[config.mk]
export PLATFORM = sky130hd
export DESIGN_NAME = mul_exec_top
export DESIGN_NICKNAME = d
export VERILOG_FILES = /design/src/common/ooo_pkg.sv /design/src/common/rv32m_pkg.sv /design/src/hw/mul_exec_top.sv /design/src/mul_unit/mul_rs.sv /design/src/mul_unit/shift_add_multiplier.sv
export SDC_FILE = /design/constraint.sdc
export NUM_CORES = 2
export LEC_CHECK = 0
export BUFFER_PORTS_ARGS = -buffer_cell sky130_fd_sc_hd__clkbuf_2
export CAP_MARGIN = 20
export CORE_AREA = 2 2 300 272
export DETAILED_ROUTE_END_ITERATION = 8
export DIE_AREA = 0 0 302 274
export PLACE_DENSITY = 0.78
export REMOVE_ABC_BUFFERS = 1
export SYNTH_ARGS = -nofsm -noshare
export SYNTH_HDL_FRONTEND = slang
export SYNTH_SLANG_ARGS = --single-unit
[constraint.sdc]
create_clock -name clk -period 6.1 [get_ports clk]
set_input_delay 0 -clock clk [delete_from_list [all_inputs] [get_ports clk]]
set_output_delay 0 -clock clk [all_outputs]
set_load 0.1 [all_outputs]
[src/common/ooo_pkg.sv]
`default_nettype none

package ooo_pkg;

  // reorder buffer tag
  localparam int rob_tag_bits = 3;
  typedef logic [rob_tag_bits-1:0] rob_tag_t;

  // multiply reservation station
  localparam int rs_index_bits = 3;
  localparam int rs_depth = 1 << rs_index_bits;
  typedef logic [rs_index_bits-1:0] rs_index_t;

  // number of result buses the station listens to
  localparam int cdb_ports = 2;

  // one shift-add iteration per multiplier bit
  localparam int mul_latency = 32;

endpackage

`default_nettype wire

[src/common/rv32m_pkg.sv]
`default_nettype none

package rv32m_pkg;

  // data widths seen by the multiply path
  typedef logic [31:0] word_t;
  typedef logic [63:0] product_t;

  // instruction fields
  typedef logic [6:0] opcode_t;
  typedef logic [6:0] funct7_t;
  typedef logic [2:0] funct3_t;

  // register-register major opcode that the base ALU ops share
  localparam opcode_t opcode_op = 7'b0110011;

  // funct7 that selects the M extension inside OP
  localparam funct7_t funct7_muldiv = 7'b0000001;

  // multiply variants of the M extension
  localparam funct3_t funct3_mul    = 3'b000;
  localparam funct3_t funct3_mulh   = 3'b001;
  localparam funct3_t funct3_mulhsu = 3'b010;
  localparam funct3_t funct3_mulhu  = 3'b011;

  // operand signedness seen by the multiplier
  // mode_su treats a as signed and b as unsigned
  typedef enum logic [1:0] {
    mode_uu,
    mode_ss,
    mode_su
  } mul_mode_t;

endpackage

`default_nettype wire
[src/hw/mul_exec_top.sv]
`timescale 1ns/1ps
`default_nettype none

module mul_exec_top (
  input  logic                clk,
  input  logic                rst,
  input  logic                issue,
  input  rv32m_pkg::opcode_t  opcode,
  input  rv32m_pkg::funct3_t  funct3,
  input  rv32m_pkg::funct7_t  funct7,
  input  ooo_pkg::rob_tag_t   target_rob,
  input  logic                rs1_regfile_ready,
  input  logic                rs2_regfile_ready,
  input  rv32m_pkg::word_t    rs1_regfile_v,
  input  rv32m_pkg::word_t    rs2_regfile_v,
  input  ooo_pkg::rob_tag_t   rs1_regfile_rob,
  input  ooo_pkg::rob_tag_t   rs2_regfile_rob,
  input  logic                rs1_rob_ready,
  input  logic                rs2_rob_ready,
  input  rv32m_pkg::word_t    rs1_rob_v,
  input  rv32m_pkg::word_t    rs2_rob_v,
  input  logic                cdb_valid [ooo_pkg::cdb_ports],
  input  ooo_pkg::rob_tag_t   cdb_rob   [ooo_pkg::cdb_ports],
  input  rv32m_pkg::word_t    cdb_data  [ooo_pkg::cdb_ports],
  output logic                full,
  output logic                result_valid,
  output rv32m_pkg::word_t    result_data,
  output ooo_pkg::rob_tag_t   result_rob
);

  // station to multiplier
  logic mul_start;
  logic mul_busy;
  logic mul_done;
  rv32m_pkg::word_t mul_a;
  rv32m_pkg::word_t mul_b;
  rv32m_pkg::mul_mode_t mul_mode;
  rv32m_pkg::product_t mul_p;

  mul_rs mul_rs_inst (
    .clk               (clk),
    .rst               (rst),
    .issue             (issue),
    .opcode            (opcode),
    .funct3            (funct3),
    .funct7            (funct7),
    .target_rob        (target_rob),
    .rs1_regfile_ready (rs1_regfile_ready),
    .rs2_regfile_ready (rs2_regfile_ready),
    .rs1_regfile_v     (rs1_regfile_v),
    .rs2_regfile_v     (rs2_regfile_v),
    .rs1_regfile_rob   (rs1_regfile_rob),
    .rs2_regfile_rob   (rs2_regfile_rob),
    .rs1_rob_ready     (rs1_rob_ready),
    .rs2_rob_ready     (rs2_rob_ready),
    .rs1_rob_v         (rs1_rob_v),
    .rs2_rob_v         (rs2_rob_v),
    .cdb_valid         (cdb_valid),
    .cdb_rob           (cdb_rob),
    .cdb_data          (cdb_data),
    .mul_busy          (mul_busy),
    .mul_done          (mul_done),
    .mul_p             (mul_p),
    .full              (full),
    .mul_start         (mul_start),
    .mul_a             (mul_a),
    .mul_b             (mul_b),
    .mul_mode          (mul_mode),
    .result_valid      (result_valid),
    .result_data       (result_data),
    .result_rob        (result_rob)
  );

  shift_add_multiplier shift_add_multiplier_inst (
    .clk   (clk),
    .rst   (rst),
    .start (mul_start),
    .mode  (mul_mode),
    .a     (mul_a),
    .b     (mul_b),
    .busy  (mul_busy),
    .done  (mul_done),
    .p     (mul_p)
  );

endmodule

`default_nettype wire

[src/mul_unit/mul_rs.sv]
`timescale 1ns/1ps
`default_nettype none

module mul_rs (
  input  logic                 clk,
  input  logic                 rst,
  // issue stage
  input  logic                 issue,
  input  rv32m_pkg::opcode_t   opcode,
  input  rv32m_pkg::funct3_t   funct3,
  input  rv32m_pkg::funct7_t   funct7,
  input  ooo_pkg::rob_tag_t    target_rob,
  // regfile with scoreboard tag
  input  logic                 rs1_regfile_ready,
  input  logic                 rs2_regfile_ready,
  input  rv32m_pkg::word_t     rs1_regfile_v,
  input  rv32m_pkg::word_t     rs2_regfile_v,
  input  ooo_pkg::rob_tag_t    rs1_regfile_rob,
  input  ooo_pkg::rob_tag_t    rs2_regfile_rob,
  // reorder buffer
  input  logic                 rs1_rob_ready,
  input  logic                 rs2_rob_ready,
  input  rv32m_pkg::word_t     rs1_rob_v,
  input  rv32m_pkg::word_t     rs2_rob_v,
  // snooped result buses
  input  logic                 cdb_valid [ooo_pkg::cdb_ports],
  input  ooo_pkg::rob_tag_t    cdb_rob   [ooo_pkg::cdb_ports],
  input  rv32m_pkg::word_t     cdb_data  [ooo_pkg::cdb_ports],
  // multiplier
  input  logic                 mul_busy,
  input  logic                 mul_done,
  input  rv32m_pkg::product_t  mul_p,
  output logic                 full,
  output logic                 mul_start,
  output rv32m_pkg::word_t     mul_a,
  output rv32m_pkg::word_t     mul_b,
  output rv32m_pkg::mul_mode_t mul_mode,
  // own result bus
  output logic                 result_valid,
  output rv32m_pkg::word_t     result_data,
  output ooo_pkg::rob_tag_t    result_rob
);

  localparam int depth = ooo_pkg::rs_depth;

  // per-entry state
  logic entry_busy [depth];
  logic rs1_rdy [depth];
  logic rs2_rdy [depth];
  rv32m_pkg::funct3_t entry_funct3 [depth];
  rv32m_pkg::word_t rs1_v [depth];
  rv32m_pkg::word_t rs2_v [depth];
  ooo_pkg::rob_tag_t rs1_tag [depth];
  ooo_pkg::rob_tag_t rs2_tag [depth];
  ooo_pkg::rob_tag_t target_tag [depth];

  // entry currently on the multiplier
  logic executing;
  ooo_pkg::rs_index_t exec_idx;

  logic rs1_wake [depth];
  logic rs2_wake [depth];
  logic free_found;
  ooo_pkg::rs_index_t free_idx;
  logic alloc;
  logic pick_found;
  ooo_pkg::rs_index_t pick_idx;
  logic pick_go;

  logic new_rs1_rdy;
  logic new_rs2_rdy;
  rv32m_pkg::word_t new_rs1_v;
  rv32m_pkg::word_t new_rs2_v;

  function automatic logic cdb_hit(input ooo_pkg::rob_tag_t tag);
    logic hit;
    hit = 1'b0;
    for (int j = 0; j < ooo_pkg::cdb_ports; j++) begin
      if (cdb_valid[j] && cdb_rob[j] == tag) begin
        hit = 1'b1;
      end
    end
    return hit;
  endfunction

  function automatic rv32m_pkg::word_t cdb_value(input ooo_pkg::rob_tag_t tag);
    rv32m_pkg::word_t value;
    value = '0;
    for (int j = 0; j < ooo_pkg::cdb_ports; j++) begin
      if (cdb_valid[j] && cdb_rob[j] == tag) begin
        value = cdb_data[j];
      end
    end
    return value;
  endfunction

  // MUL takes the low word, so any mode works there
  function automatic rv32m_pkg::mul_mode_t mode_of(input rv32m_pkg::funct3_t f3);
    case (f3)
      rv32m_pkg::funct3_mulh:   return rv32m_pkg::mode_ss;
      rv32m_pkg::funct3_mulhsu: return rv32m_pkg::mode_su;
      default:                  return rv32m_pkg::mode_uu;
    endcase
  endfunction

  // at issue the regfile wins over the ROB and both win over a broadcast in this cycle
  always_comb begin
    new_rs1_rdy = 1'b1;
    if (rs1_regfile_ready) begin
      new_rs1_v = rs1_regfile_v;
    end else if (rs1_rob_ready) begin
      new_rs1_v = rs1_rob_v;
    end else begin
      new_rs1_rdy = cdb_hit(rs1_regfile_rob);
      new_rs1_v = cdb_value(rs1_regfile_rob);
    end
    new_rs2_rdy = 1'b1;
    if (rs2_regfile_ready) begin
      new_rs2_v = rs2_regfile_v;
    end else if (rs2_rob_ready) begin
      new_rs2_v = rs2_rob_v;
    end else begin
      new_rs2_rdy = cdb_hit(rs2_regfile_rob);
      new_rs2_v = cdb_value(rs2_regfile_rob);
    end
  end

  // waiting operands woken by the CDB
  always_comb begin
    for (int i = 0; i < depth; i++) begin
      rs1_wake[i] = entry_busy[i] && !rs1_rdy[i] && cdb_hit(rs1_tag[i]);
      rs2_wake[i] = entry_busy[i] && !rs2_rdy[i] && cdb_hit(rs2_tag[i]);
    end
  end

  // scanning from the top down leaves the lowest free and lowest ready entry
  always_comb begin
    free_found = 1'b0;
    free_idx = '0;
    pick_found = 1'b0;
    pick_idx = '0;
    for (int i = depth - 1; i >= 0; i--) begin
      if (!entry_busy[i]) begin
        free_found = 1'b1;
        free_idx = ooo_pkg::rs_index_t'(i);
      end
      if (entry_busy[i] && rs1_rdy[i] && rs2_rdy[i]) begin
        pick_found = 1'b1;
        pick_idx = ooo_pkg::rs_index_t'(i);
      end
    end
  end

  assign full = !free_found;
  assign alloc = issue && free_found;
  assign pick_go = pick_found && !executing && !mul_busy;

  always_ff @(posedge clk) begin
    if (rst) begin
      for (int i = 0; i < depth; i++) begin
        entry_busy[i] <= 1'b0;
        rs1_rdy[i] <= 1'b0;
        rs2_rdy[i] <= 1'b0;
      end
      executing <= 1'b0;
      mul_start <= 1'b0;
    end else begin
      mul_start <= pick_go;
      for (int i = 0; i < depth; i++) begin
        if (rs1_wake[i]) begin
          rs1_rdy[i] <= 1'b1;
        end
        if (rs2_wake[i]) begin
          rs2_rdy[i] <= 1'b1;
        end
      end
      if (alloc) begin
        entry_busy[free_idx] <= 1'b1;
        rs1_rdy[free_idx] <= new_rs1_rdy;
        rs2_rdy[free_idx] <= new_rs2_rdy;
      end
      if (pick_go) begin
        executing <= 1'b1;
      end
      // result leaves on the CDB this cycle, so the entry frees now
      if (mul_done) begin
        executing <= 1'b0;
        entry_busy[exec_idx] <= 1'b0;
      end
    end
  end

  always_ff @(posedge clk) begin
    for (int i = 0; i < depth; i++) begin
      if (rs1_wake[i]) begin
        rs1_v[i] <= cdb_value(rs1_tag[i]);
      end
      if (rs2_wake[i]) begin
        rs2_v[i] <= cdb_value(rs2_tag[i]);
      end
    end
    if (alloc) begin
      entry_funct3[free_idx] <= funct3;
      rs1_v[free_idx] <= new_rs1_v;
      rs2_v[free_idx] <= new_rs2_v;
      rs1_tag[free_idx] <= rs1_regfile_rob;
      rs2_tag[free_idx] <= rs2_regfile_rob;
      target_tag[free_idx] <= target_rob;
    end
    if (pick_go) begin
      exec_idx <= pick_idx;
      mul_a <= rs1_v[pick_idx];
      mul_b <= rs2_v[pick_idx];
      mul_mode <= mode_of(entry_funct3[pick_idx]);
    end
  end

  // result formatting uses the executing entry's own funct3
  assign result_valid = mul_done;
  assign result_data = (entry_funct3[exec_idx] == rv32m_pkg::funct3_mul) ?
                       mul_p[31:0] : mul_p[63:32];
  assign result_rob = target_tag[exec_idx];

  a_no_issue_when_full: assert property (
    @(posedge clk) disable iff (rst) issue |-> !full
  );

  a_done_only_when_executing: assert property (
    @(posedge clk) disable iff (rst) mul_done |-> executing
  );

  a_issue_is_multiply: assert property (
    @(posedge clk) disable iff (rst)
      issue |-> (opcode == rv32m_pkg::opcode_op && funct7 == rv32m_pkg::funct7_muldiv)
  );

endmodule

`default_nettype wire

[src/mul_unit/shift_add_multiplier.sv]
`timescale 1ns/1ps
`default_nettype none

module shift_add_multiplier (
  input  logic                 clk,
  input  logic                 rst,
  input  logic                 start,
  input  rv32m_pkg::mul_mode_t mode,
  input  rv32m_pkg::word_t     a,
  input  rv32m_pkg::word_t     b,
  output logic                 busy,
  output logic                 done,
  output rv32m_pkg::product_t  p
);

  typedef enum logic [1:0] {
    st_idle,
    st_shift,
    st_fixup
  } state_t;

  localparam int count_bits = $clog2(ooo_pkg::mul_latency);

  state_t state;
  logic [count_bits-1:0] count;

  // unsigned multiplicand and running {partial sum, multiplier} register
  rv32m_pkg::word_t mcand;
  rv32m_pkg::product_t acc;
  logic neg;

  logic a_neg;
  logic b_neg;
  rv32m_pkg::word_t a_mag;
  rv32m_pkg::word_t b_mag;
  logic [32:0] sum;
  rv32m_pkg::product_t step;

  // magnitudes go into the datapath and the signs decide the fixup
  always_comb begin
    a_neg = (mode != rv32m_pkg::mode_uu) && a[31];
    b_neg = (mode == rv32m_pkg::mode_ss) && b[31];
    a_mag = a_neg ? -a : a;
    b_mag = b_neg ? -b : b;
  end

  // each iteration adds the multiplicand on a set multiplier bit and shifts right
  always_comb begin
    sum = {1'b0, acc[63:32]} + (acc[0] ? {1'b0, mcand} : 33'd0);
    step = {sum, acc[31:1]};
  end

  always_ff @(posedge clk) begin
    if (rst) begin
      state <= st_idle;
      count <= '0;
    end else begin
      case (state)
        st_idle: begin
          if (start) begin
            state <= st_shift;
            count <= '0;
          end
        end
        st_shift: begin
          if (count == count_bits'(ooo_pkg::mul_latency - 1)) begin
            state <= st_fixup;
          end
          count <= count + 1'b1;
        end
        st_fixup: begin
          state <= st_idle;
        end
        default: begin
          state <= st_idle;
        end
      endcase
    end
  end

  always_ff @(posedge clk) begin
    if (state == st_idle && start) begin
      mcand <= a_mag;
      acc <= {32'd0, b_mag};
      neg <= a_neg ^ b_neg;
    end else if (state == st_shift) begin
      acc <= step;
    end
  end

  // acc and neg stay put after fixup, so p holds until the next start
  assign p = neg ? -acc : acc;
  assign done = (state == st_fixup);
  assign busy = (state != st_idle);

  a_no_start_while_busy: assert property (
    @(posedge clk) disable iff (rst) start |-> !busy
  );

endmodule

`default_nettype wire

==> impl_metrics.py <==
metrics = {
    "worst_setup_path": {
        "required_ns": 6.10,
        "worstPathArrival_ns": 4.88,
        "crit_type": "flop to output port",
        "crit_path_start_kind": "flop",
        "critPathCaptureType": "output port",
        "path_max_fanout": 35,
        "slowest_stage": "edfxtp_1",
        "path_cells": "inv_1 > ha_1 > or4b_1 > or4_4 > or2_1 > nor3_1 > nand3_1 > or2_1 > o41ai_2 > xor2_1 > a21oi_1 > clkbuf_2",
        "cp_slowest_stage_delay_ns": 0.73,
        "crit_path_frequent_cell": "or2_1",
    },
    "clocking": {
        "clk_latency_ns": 0.68,
        "cts-htree-levels": 3,
        "clock_sinks": 810,
        "post_cts_buffers": 0,
        "clk_pin_slew_ns": 0.06,
        "cts_buffer_depth": 3,
        "numCtsBuffers": 86,
        "root_buffer": "clkbuf_16",
        "cts_tree": "built",
    },
    "logic_synthesis": {
        "synth_top_cell_by_area": "edfxtp_1",
        "yosysSeqAreaShare_pct": 50.0,
        "synth_area_sq_um": 47400,
        "ys.flop_type": "edfxtp_1",
        "yosys-top-cells-area": "edfxtp_1, a221oi_1, nand2_1, a21oi_1, clkbuf_1",
        "synth_seq_cells": 810,
        "synthCells": 5054,
        "synth_top_area_share_pct": 47.4,
        "yosys.cell_types.count": 71,
        "yosysWarnings": 0,
        "syn_area_per_cell_sq_um": 9.38,
        "synth_edf_count": 748,
        "synth_async_sr_flop_share_pct": 0,
    },
    "placed_design": {
        "io_buffer_count": 255,
        "dpl_cell_area_sq_um": 49100,
        "post-place-cells": 5921,
        "dp_hpwl_um": 94600,
        "pre_cts_ws_ns": 1.87,
        "place_congestion": 0.979,
    },
    "cells_and_area": {
        "nNetsFinal": 5302,
        "synthToLayoutAreaGrowth_pct": 11.5,
        "fin_cells": 6164,
        "drive_gt1_share_pct": 11.5,
        "design_area_sq_um": 52900,
        "nFillCells": 6016,
        "multi_input_area_sq_um": 21800,
        "regArea_sq_um": 23700,
    },
    "power": {
        "p_sw_w": 0.00449,
        "peakVddDrop_mv": 0.414,
        "comb_power_share_pct": 18.2,
        "swShare_pct": 30.5,
        "power_frac_seq_pct": 44.3,
        "power_density_nw_per_um2": 279,
        "p_int_w": 0.0102,
        "clkPwrFrac_pct": 37.5,
        "p_leak_nw": 19.3,
    },
    "floorplan": {
        "dieArea_sq_um": 82700,
        "ioPinCount": 270,
        "start_util_pct": 59.1,
        "num_rows": 99,
        "die_y_um": 274,
        "die_w_um": 302,
        "coreArea_sq_um": 80100,
    },
    "global_routing": {
        "grt.total_usage_pct": 39.6,
        "grt_pass1_wl_um": 248000,
        "grt-ovfl-total": 0,
        "antenna_found_initial": 11,
        "grt_max_degree": 143,
        "grt_pass1_vias": 41700,
    },
    "routing": {
        "dr.pass1.iters": 9,
        "wl_per_cell_um": 27.2,
        "antenna_left": 0,
        "drt_wl_total_um": 168000,
        "vias": 44000,
        "drc": 0,
        "post_drt_via_cell_ratio": 7.14,
        "drtIter0Drc": 7945,
    },
    "sta": {
        "maxSlewViolCount": 0,
        "hold_viol": 0,
        "hold_slack_ns": 0.0127,
        "timing.final.ws_setup_ns": 1.22,
        "fin_crit_ns": 4.88,
        "grt_setup_unrepaired": "no",
        "tns_ns": 0,
        "post-route-period-util_pct": 80.1,
        "skew_ns": 0.0559,
        "slew_headroom_pct": 16.9,
        "setup_violations": 0,
        "fmax_mhz": 205,
        "tightest_slew_ns": 1.24,
    },
    "status": {
        "status": "finished clean",
    },
    "min_path": {
        "hold_class": "primary input to flop",
    },
    "job": {
        "max-cap-violations": 0,
    },
}
-- sequential cells by signal, indices dropped and copies added, names as in the netlist, named ones only --
register,cells
mul_rs_inst.target_tag,24
mul_rs_inst.mul_a,32
mul_rs_inst.mul_mode,2
mul_rs_inst.rs1_rdy,8
mul_rs_inst.mul_start,1
mul_rs_inst.rs1_v,256
mul_rs_inst.entry_funct3,24
mul_rs_inst.rs2_v,256
mul_rs_inst.rs2_tag,24
shift_add_multiplier_inst.count,5
shift_add_multiplier_inst.state,2
shift_add_multiplier_inst.mcand,32
mul_rs_inst.rs2_rdy,8
shift_add_multiplier_inst.neg,1
mul_rs_inst.exec_idx,3
mul_rs_inst.executing,1
shift_add_multiplier_inst.acc,64
mul_rs_inst.rs1_tag,24
mul_rs_inst.entry_busy,8
mul_rs_inst.mul_b,32
-- power by group through the flow --
stage	logic, W	registers [W]	clock network (W)
after floorplan	0.00178	0.00652	0
after global placement	0.00249	0.00662	0
after detailed placement	0.00255	0.00663	0
after CTS	0.00259	0.00651	0.00549
after global routing	0.00284	0.00653	0.00571
final	0.00268	0.00652	0.00552
-- cells in the mapped netlist (7+ instances only) --
master,instances
buf_1,61
nand3_1,361
or3_1,65
nor2b_1,68
or4_1,17
a221oi_1,432
a22oi_1,59
o31ai_1,51
xnor2_1,122
o21ai_0,280
mux2i_1,98
nand4_1,17
inv_1,26
a21oi_1,457
o22ai_1,44
nor4_1,14
dfxtp_1,62
nor2_1,277
nand2b_1,17
mux4_2,7
xor2_1,128
a21o_1,19
a211oi_1,13
nor3_1,95
nor3b_1,10
ha_1,37
clkbuf_1,483
edfxtp_1,748
and2_1,35
nand2_1,838
or2_2,11
o41ai_1,12
-- stage by stage --
step | power [W] | utilization [%]
finish | 0.0147 | 66.0
global route | 0.0151 | 66.0
CTS | 0.0146 | 65.8
detailed placement | 0.00917 | 61.2
global placement | 0.00910 | 61.2
floorplan | 0.00830 | -
-- cells by family after synthesis --
| group | after synthesis | synth area share, % |
|---|---|---|
| AND/OR/NAND/NOR | 1854 | 17.6 |
| AO/OA/AOI/OAI | 1410 | 19.6 |
| flip-flops | 810 | 50.0 |
| buffers and inverters | 582 | 4.62 |
| XOR/XNOR | 250 | 4.62 |
| multiplexers | 110 | 2.52 |
| adder cells (fa/ha/maj) | 38 | 1.02 |
-- cells in the final DEF, fill, tap and decap left out, types with 44 or more instances in the layout --
master / netlist / final
mux2i_1: 98 / 98
a221oi_1: 432 / 432
buf_4: 0 / 98
o31ai_1: 51 / 51
clkbuf_2: 0 / 255
clkbuf_16: 0 / 88
or3_1: 65 / 65
nand2_1: 838 / 833
edfxtp_1: 748 / 748
a22oi_1: 59 / 59
dfxtp_1: 62 / 62
a21oi_1: 457 / 457
nor2_1: 277 / 269
xor2_1: 128 / 128
nor2b_1: 68 / 58
o21ai_0: 280 / 270
nand3_1: 361 / 360
o22ai_1: 44 / 44
dlygate4sd3_1: 0 / 77
nor3_1: 95 / 79
xnor2_1: 122 / 122
-- layout make-up --
cell class	count	share of cell area [%]
Inverter	33	0.277
Multi-Input combinational cell	3662	41.3
Tap cell	1060	2.51
Antenna cell	1	0.00473
Sequential cell	810	44.8
Clock buffer	99	4.24
Timing Repair Buffer	438	5.56
Clock inverter	61	1.30
-- what timing repair did --
action,4_1_cts,5_1_grt
gates resized for setup,0,0
hold buffers,77,0
hold endpoints to repair,471,0
-- per-layer routing --
metal	part of all wire [%]	up-vias	global-route usage, %
li1	-	18800	-
met2	43	4003	59.3
met1	33	20200	49.8
met4	7.7	14	25.0
met5	0.13	-	0.232
met3	16	993	12.4
-- worst paths after layout --
| check | start | end | slack, ns | depth (start not counted) |
|---|---|---|---|---|
| setup / recovery | shift_add_multiplier_inst.acc[0]$_DFFE_PP_ | result_data[22] | 1.22 | 12 |
| hold / removal | rs1_rob_v[13] | mul_rs_inst.rs1_v[6][13]$_DFFE_PP_ | 0.01 | 5 |
| setup reg to reg | shift_add_multiplier_inst.acc[0]$_DFFE_PP_ | shift_add_multiplier_inst.acc[55]$_SDFFE_PP0P_ | 1.83 | 12 |
| hold reg to reg | shift_add_multiplier_inst.count[4]$_SDFFE_PP0P_ | shift_add_multiplier_inst.count[4]$_SDFFE_PP0P_ | 0.48 | 2 |
-- worst max-delay path, delay by kind of cell (launching register included) --
family / cells / cell delay, ns
flip-flops: 1 / 0.73
AND/OR/NAND/NOR: 6 / 2.17
AO/OA/AOI/OAI: 2 / 0.42
XOR/XNOR: 1 / 0.12
buffers and inverters: 2 / 0.63
adder cells (fa/ha/maj): 1 / 0.19
Note: power is estimated with default switching activity, not from simulation.
